**config.mk**
```make
export PLATFORM = sky130hd
export DESIGN_NAME = cache_top
export DESIGN_NICKNAME = d
export VERILOG_FILES = /design/src/source/cache_pkg.sv /design/src/source/mem_pkg.sv /design/src/source/fill_if.sv /design/src/source/cache_lookup.sv /design/src/source/cache_fill_fsm.sv /design/src/source/cache_data_array.sv /design/src/source/cache_top.sv
export VERILOG_INCLUDE_DIRS = /design/src /design/src/source
export SDC_FILE = /design/constraint.sdc
export NUM_CORES = 1
export LEC_CHECK = 0
export BUFFER_PORTS_ARGS = -buffer_cell sky130_fd_sc_hd__buf_2
export CAP_MARGIN = 20
export CORE_MARGIN = 5
export CORE_UTILIZATION = 62
export CTS_CLUSTER_SIZE = 20
export DETAILED_ROUTE_END_ITERATION = 7
export PLACE_DENSITY_LB_ADDON = 0.05
export SLEW_MARGIN = 10
export SYNTH_ARGS = -nofsm -noshare
export SYNTH_HDL_FRONTEND = slang
export SYNTH_HIERARCHICAL = 1
export SYNTH_SLANG_ARGS = --single-unit
```
**constraint.sdc**
```tcl
create_clock -name clk -period 3.36 [get_ports clk]
set_input_delay 0.336 -clock clk [delete_from_list [all_inputs] [get_ports clk]]
set_output_delay 0.336 -clock clk [all_outputs]
set_load 0.02 [all_outputs]
```
**src/source/cache_defs.svh**
```systemverilog
`ifndef CACHE_DEFS_SVH
`define CACHE_DEFS_SVH

// Byte address width
`define ADDR_WIDTH 16

// Processor and memory word width
`define WORD_WIDTH 16

// Direct mapped, one line per set
`define CACHE_SETS 8

// 16 byte blocks of 16 bit words
`define WORDS_PER_BLOCK 8

`endif

```
**src/source/cache_pkg.sv**
```systemverilog
`default_nettype none

`include "cache_defs.svh"

package cache_pkg;

  localparam int WORD_BYTES  = `WORD_WIDTH / 8;
  localparam int OFFSET_BITS = $clog2(`WORDS_PER_BLOCK * WORD_BYTES);
  localparam int INDEX_BITS  = $clog2(`CACHE_SETS);
  localparam int TAG_BITS    = `ADDR_WIDTH - INDEX_BITS - OFFSET_BITS;

  typedef logic [`ADDR_WIDTH-1:0] addr_t;
  typedef logic [`WORD_WIDTH-1:0] word_t;
  typedef logic [TAG_BITS-1:0]    tag_t;
  typedef logic [INDEX_BITS-1:0]  index_t;
  typedef logic [OFFSET_BITS-1:0] offset_t; // Byte offset, bit 0 always clear

  typedef enum logic [1:0] {
    IDLE,
    REQUEST,   // Issuing block addresses
    DRAIN,     // Waiting for the remaining beats
    WRITE_TAG
  } fill_state_t;

  // Address fields: | tag | index | offset |
  function automatic tag_t get_tag(addr_t a);
    return a[`ADDR_WIDTH-1 -: TAG_BITS];
  endfunction

  function automatic index_t get_index(addr_t a);
    return a[OFFSET_BITS +: INDEX_BITS];
  endfunction

  function automatic offset_t get_offset(addr_t a);
    return a[OFFSET_BITS-1:0];
  endfunction

endpackage

`default_nettype wire

```
**src/source/mem_pkg.sv**
```systemverilog
`default_nettype none

`include "cache_defs.svh"

package mem_pkg;

  // Wide enough to hold a full block count, 0 to 8
  typedef logic [$clog2(`WORDS_PER_BLOCK + 1)-1:0] beat_count_t;

  typedef logic [`WORD_WIDTH-1:0] mem_word_t; // Read data bus
  typedef logic [`ADDR_WIDTH-1:0] mem_addr_t; // Byte address bus

endpackage

`default_nettype wire

```
**src/source/fill_if.sv**
```systemverilog
`timescale 1ns/100ps
`default_nettype none

interface fill_if import cache_pkg::*; ();

  logic  write_data;  // One pulse per memory beat
  addr_t wr_address;  // Where the beat lands in the block
  word_t wr_data;
  logic  write_tag;   // Pulse once the block is complete
  addr_t tag_address; // Block base of the fill
  logic  busy;        // Fill in progress

  modport ctrl (
    output write_data,
    output wr_address,
    output wr_data,
    output write_tag,
    output tag_address,
    output busy
  );

  modport tag (
    input write_tag,
    input tag_address,
    input busy
  );

  modport data (
    input write_data,
    input wr_address,
    input wr_data
  );

endinterface

`default_nettype wire

```
**src/source/cache_lookup.sv**
```systemverilog
`timescale 1ns/100ps
`default_nettype none

`include "cache_defs.svh"

module cache_lookup
  import cache_pkg::*;
(
  input  logic  clk,
  input  logic  rst_n,
  input  logic  req_valid,
  input  addr_t req_address,
  fill_if.tag   fill,
  output logic  hit,
  output logic  miss
);

  tag_t                   tags_q [`CACHE_SETS];
  logic [`CACHE_SETS-1:0] valid_q;

  tag_t   req_tag;
  index_t req_index;
  tag_t   fill_tag;
  index_t fill_index;
  logic   tag_match;

  assign req_tag    = get_tag(req_address);
  assign req_index  = get_index(req_address);
  assign fill_tag   = get_tag(fill.tag_address);
  assign fill_index = get_index(fill.tag_address);

  // Tag storage, one entry per set
  always_ff @(posedge clk) begin
    if (fill.write_tag) begin
      tags_q[fill_index] <= fill_tag;
    end
  end

  always_ff @(posedge clk) begin
    if (!rst_n) begin
      valid_q <= '0;
    end else if (fill.write_tag) begin
      valid_q[fill_index] <= 1'b1; // Line complete
    end
  end

  assign tag_match = valid_q[req_index] && (tags_q[req_index] == req_tag);

  // Hit is combinational, answered in the request cycle
  assign hit = req_valid && tag_match;

  // Only one fill at a time
  assign miss = req_valid && !tag_match && !fill.busy;

  // A tag update belongs to a running fill
  a_tag_in_fill : assert property (
    @(posedge clk) disable iff (!rst_n)
    fill.write_tag |-> fill.busy
  );

  // The controller picks up every miss on the next edge
  a_miss_starts_fill : assert property (
    @(posedge clk) disable iff (!rst_n)
    miss |=> fill.busy
  );

endmodule

`default_nettype wire

```
**src/source/cache_fill_fsm.sv**
```systemverilog
`timescale 1ns/100ps
`default_nettype none

`include "cache_defs.svh"

module cache_fill_fsm
  import cache_pkg::*;
  import mem_pkg::*;
(
  input  logic      clk,
  input  logic      rst_n,
  input  logic      miss,
  input  addr_t     req_address,
  output logic      mem_read,
  output mem_addr_t mem_address,
  input  mem_word_t mem_data,
  input  logic      mem_data_valid,
  fill_if.ctrl      fill
);

  localparam beat_count_t BLOCK_BEATS = beat_count_t'(`WORDS_PER_BLOCK);
  localparam beat_count_t LAST_BEAT   = beat_count_t'(`WORDS_PER_BLOCK - 1);
  localparam addr_t       WORD_STEP   = addr_t'(WORD_BYTES);

  fill_state_t state_q;
  fill_state_t state_d;

  beat_count_t issue_cnt_q; // Addresses sent to memory
  beat_count_t rx_cnt_q;    // Data beats received

  addr_t     base_q;     // Block base, kept for the tag write
  mem_addr_t mem_addr_q; // Next address to issue
  addr_t     wr_addr_q;  // Next word to fill in the data array

  addr_t base_address;
  logic  filling;
  logic  beat;

  assign base_address = {req_address[`ADDR_WIDTH-1:OFFSET_BITS], {OFFSET_BITS{1'b0}}};

  // Beats can arrive during REQUEST as well as DRAIN
  assign filling = (state_q == REQUEST) || (state_q == DRAIN);
  assign beat    = mem_data_valid && filling;

  always_comb begin
    state_d = state_q;
    unique case (state_q)
      IDLE: begin
        if (miss) begin
          state_d = REQUEST;
        end
      end
      REQUEST: begin
        if (issue_cnt_q == LAST_BEAT) begin
          state_d = DRAIN; // Eighth address goes out this cycle
        end
      end
      DRAIN: begin
        if (beat && (rx_cnt_q == LAST_BEAT)) begin
          state_d = WRITE_TAG;
        end
      end
      WRITE_TAG: state_d = IDLE;
      default:   state_d = IDLE;
    endcase
  end

  always_ff @(posedge clk) begin
    if (!rst_n) begin
      state_q     <= IDLE;
      issue_cnt_q <= '0;
      rx_cnt_q    <= '0;
    end else begin
      state_q <= state_d;
      if (state_q == IDLE) begin
        issue_cnt_q <= '0;
        rx_cnt_q    <= '0;
      end else begin
        if (mem_read) begin
          issue_cnt_q <= issue_cnt_q + 1'b1;
        end
        if (beat) begin
          rx_cnt_q <= rx_cnt_q + 1'b1;
        end
      end
    end
  end

  // Working addresses, both start at the block base
  always_ff @(posedge clk) begin
    if ((state_q == IDLE) && miss) begin
      base_q     <= base_address;
      mem_addr_q <= base_address;
      wr_addr_q  <= base_address;
    end else begin
      if (mem_read) begin
        mem_addr_q <= mem_addr_q + WORD_STEP; // Every issue cycle
      end
      if (beat) begin
        wr_addr_q <= wr_addr_q + WORD_STEP;   // Only on valid data
      end
    end
  end

  assign mem_read    = (state_q == REQUEST);
  assign mem_address = mem_addr_q;

  assign fill.busy        = (state_q != IDLE);
  assign fill.write_data  = beat;
  assign fill.wr_address  = wr_addr_q;
  assign fill.wr_data     = mem_data;
  assign fill.write_tag   = (state_q == WRITE_TAG);
  assign fill.tag_address = base_q;

  // The burst stops after a full block of addresses
  a_issue_limit : assert property (
    @(posedge clk) disable iff (!rst_n)
    (issue_cnt_q == BLOCK_BEATS) |-> !mem_read
  );

  // Memory only answers addresses of the current fill
  a_data_in_fill : assert property (
    @(posedge clk) disable iff (!rst_n)
    mem_data_valid |-> filling
  );

endmodule

`default_nettype wire

```
**src/source/cache_data_array.sv**
```systemverilog
`timescale 1ns/100ps
`default_nettype none

`include "cache_defs.svh"

module cache_data_array
  import cache_pkg::*;
(
  input  logic  clk,
  fill_if.data  fill,
  input  addr_t req_address,
  output word_t rsp_data
);

  localparam int WORD_SEL_BITS = $clog2(`WORDS_PER_BLOCK);

  // One block of words per set
  word_t data_q [`CACHE_SETS][`WORDS_PER_BLOCK];

  index_t                   wr_index;
  offset_t                  wr_offset;
  logic [WORD_SEL_BITS-1:0] wr_word;

  index_t                   rd_index;
  offset_t                  rd_offset;
  logic [WORD_SEL_BITS-1:0] rd_word;

  assign wr_index  = get_index(fill.wr_address);
  assign wr_offset = get_offset(fill.wr_address);
  assign wr_word   = wr_offset[OFFSET_BITS-1 -: WORD_SEL_BITS]; // Drop the byte bit

  assign rd_index  = get_index(req_address);
  assign rd_offset = get_offset(req_address);
  assign rd_word   = rd_offset[OFFSET_BITS-1 -: WORD_SEL_BITS];

  always_ff @(posedge clk) begin
    if (fill.write_data) begin
      data_q[wr_index][wr_word] <= fill.wr_data;
    end
  end

  // Asynchronous read for the zero cycle hit path
  assign rsp_data = data_q[rd_index][rd_word];

endmodule

`default_nettype wire

```
**src/source/cache_top.sv**
```systemverilog
`timescale 1ns/100ps
`default_nettype none

module cache_top
  import cache_pkg::*;
  import mem_pkg::*;
(
  input  logic      clk,
  input  logic      rst_n,

  // Processor side
  input  logic      req_valid,
  input  addr_t     req_address,
  output logic      rsp_valid,
  output word_t     rsp_data,
  output logic      busy,

  // Memory side
  output logic      mem_read,
  output mem_addr_t mem_address,
  input  mem_word_t mem_data,
  input  logic      mem_data_valid
);

  logic miss;

  fill_if fill_bus ();

  // Decode, tag check
  cache_lookup u_lookup (
    .clk         (clk),
    .rst_n       (rst_n),
    .req_valid   (req_valid),
    .req_address (req_address),
    .fill        (fill_bus.tag),
    .hit         (rsp_valid), // A hit is the response
    .miss        (miss)
  );

  // Execute, block fill
  cache_fill_fsm u_fill_fsm (
    .clk            (clk),
    .rst_n          (rst_n),
    .miss           (miss),
    .req_address    (req_address),
    .mem_read       (mem_read),
    .mem_address    (mem_address),
    .mem_data       (mem_data),
    .mem_data_valid (mem_data_valid),
    .fill           (fill_bus.ctrl)
  );

  // Result, word storage and read
  cache_data_array u_data_array (
    .clk         (clk),
    .fill        (fill_bus.data),
    .req_address (req_address),
    .rsp_data    (rsp_data)
  );

  assign busy = fill_bus.busy;

endmodule

`default_nettype wire

```
==> impl_metrics.json <==
{
  "status": "completed",
  "num_io_pins": 71,
  "clkTransAtPathRegs_ns": 0.06,
  "grt_pass1_vias": 22300,
  "die_y_um": 279,
  "tightest_slew_ns": 1.10,
  "clock-sinks": 1147,
  "core_um2": 71600,
  "final_max_slew_viol_count": 0,
  "cts_made_buffers": 111,
  "rsz0062_at_grt": "false",
  "cp.arrival_ns": 2.90,
  "cts_tree": "done",
  "htreeDepth": 3,
  "antenna_found_initial": 3,
  "crit_path_start_kind": "flip-flop",
  "fin_crit_sh_pct": 96.4,
  "p_leak_nw": 16.4,
  "setup_viol": 0,
  "die_area_um2": 77800,
  "syn_avg_cell_area_um2": 21.0,
  "nNetsFinal": 2431,
  "dr.pass1.iters": 6,
  "rows": 98,
  "gp_congestion": 0.878,
  "hold_viol": 0,
  "power_w": 0.0307,
  "worstSkewPairLatency_ns": 0.67,
  "cap_violations": 0,
  "overflow": 0,
  "p_per_area_nw_per_um2": 605,
  "grt_use_total_pct": 26.1,
  "post_cts_buffers": 0,
  "min_path_type": "in2reg",
  "relSlewSlack_pct": 26.7,
  "syn_nets": 2183,
  "routed-via-count": 22000,
  "irDropWorstVdd_mv": 0.536,
  "die_x_um": 279,
  "end_kind": "primary output",
  "cts_root_buffer": "clkbuf_16",
  "drive_gt1_share_pct": 28.0,
  "holdWs_ns": 0.0767,
  "path_class": "reg2out",
  "path_max_fanout": 1,
  "syn_inst": 2139,
  "dp_cells": 3211,
  "hpwl_um": 61000,
  "grt_max_degree": 69,
  "synth_warnings": 6,
  "drc": 0,
  "vias_per_cell": 6.42,
  "finClkSkew_ns": 0.0259,
  "antenna_cells": 0,
  "wl_per_cell_um": 29.3,
  "area_growth_pct": 13.1,
  "ant_nets": 0,
  "portBuffers": 68,
  "cts.path.max_buffers": 3,
  "timing.fmax_mhz": 309,
  "start_util_pct": 62.7,
  "drtIter0Drc": 2395,
  "wirelength_um": 101000,
  "cp_data_required_time_ns": 3.02,
  "finalNonFillerCells": 3429,
  "layout_min_cycle_time_ns": 3.24,
  "grt_pass1_wl_um": 148000,
  "fin_tns_setup_ns": 0,
  "syn_area_um2": 44900,
  "fill_cells": 4395
}
## path summary, 6_finish.rpt
path,endpoint,startpoint,slack (ns),cells after the start
setup / recovery,rsp_data[4],u_data_array/data_q[7][116]$_DFFE_PP_,0.12,7
setup reg to reg,u_fill_fsm/mem_address[7]$_DFFE_PP_,u_lookup/tags_q[1][7]$_DFFE_PP_,0.47,10
hold reg to reg,u_lookup/valid_q[1]$_SDFFE_PN0P_,u_lookup/valid_q[1]$_SDFFE_PN0P_,0.46,1
hold / removal,u_fill_fsm/rx_cnt_q[1]$_SDFFE_PP0P_,mem_data_valid,0.08,4
## cell type report
| type | count | area [um^2] | share of cell area [%] |
|---|---|---|---|
| Multi-Input combinational cell | 852 | 9850 | 19.4 |
| Clock buffer | 144 | 3030 | 5.97 |
| Clock inverter | 61 | 354 | 0.698 |
| Inverter | 12 | 45.0 | 0.0888 |
| Tap cell | 950 | 1190 | 2.34 |
| Timing Repair Buffer | 263 | 2070 | 4.08 |
| Sequential cell | 1147 | 34200 | 67.4 |
## what timing repair did
action,in CTS,in global routing
endpoints found under the setup margin,0,3
endpoints found under the hold margin,13,0
hold buffers,10,0
gates resized for setup,0,3
## state kept, by name, summed over array words and instances, names as in the netlist
| register | count |
|---|---|
| u_fill_fsm/fill.wr_address | 6 |
| u_fill_fsm/issue_cnt_q | 4 |
| u_fill_fsm/fill.tag_address | 12 |
| u_lookup/valid_q | 8 |
| u_fill_fsm/rx_cnt_q | 4 |
| u_fill_fsm/mem_address | 15 |
| u_lookup/tags_q | 72 |
| u_fill_fsm/state_q | 2 |
| u_data_array/data_q | 1024 |
## through the flow
stage / setup slack [ns] / area, um^2 / utilization [%]
CTS: 0.0231 / 50700 / 70.8
global placement: 0.0218 / 47200 / 65.9
global route: 0.00290 / 50700 / 70.9
detailed placement: 0.0257 / 47200 / 65.9
floorplan: 0.564 / 44900 / -
finish: 0.121 / 50700 / 70.9
## cells in the final DEF (no fill, tap or decap), types with 9 or more instances in the layout
master,instances
a31oi_1,10
a22oi_1,39
a221oi_1,14
clkbuf_1,26
inv_1,10
mux4_2,243
buf_2,64
edfxtp_1,1123
nor2b_1,30
a211o_1,9
nand2_1,68
nor2_1,98
clkinv_1,30
o21ai_0,12
mux2i_1,90
a211oi_1,9
buf_12,15
dfxtp_1,24
xor2_1,20
nand3_1,34
clkinv_2,20
xnor2_1,14
buf_4,170
a21oi_1,25
clkbuf_16,116
mux2_2,26
dlygate4sd3_1,10
a311oi_1,11
o21a_1,9
## metal layers
layer	up-vias	wire, um	GRT usage (%)
met5	-	17	0
met4	2	2570	7.19
met3	128	8130	4.56
met2	868	48800	40.9
met1	11700	41100	39.1
li1	9359	-	-
## report_power, final
group / total, W / internal, W / switching, W
clock: 0.0115 / 0.00647 / 0.00505
combinational: 0.00270 / 0.000944 / 0.00176
sequential: 0.0165 / 0.0162 / 0.000320
total: 0.0307 / 0.0236 / 0.00713
## worst max-delay path, stage by stage (launching register included)
cell	delay, ns
edfxtp_1	0.36
mux4_2	0.46
mux2i_1	0.27
a22oi_1	0.11
buf_4	0.20
a31oi_1	0.44
a311oi_1	0.16
buf_2	0.25
(Power assumes the default switching activity.)
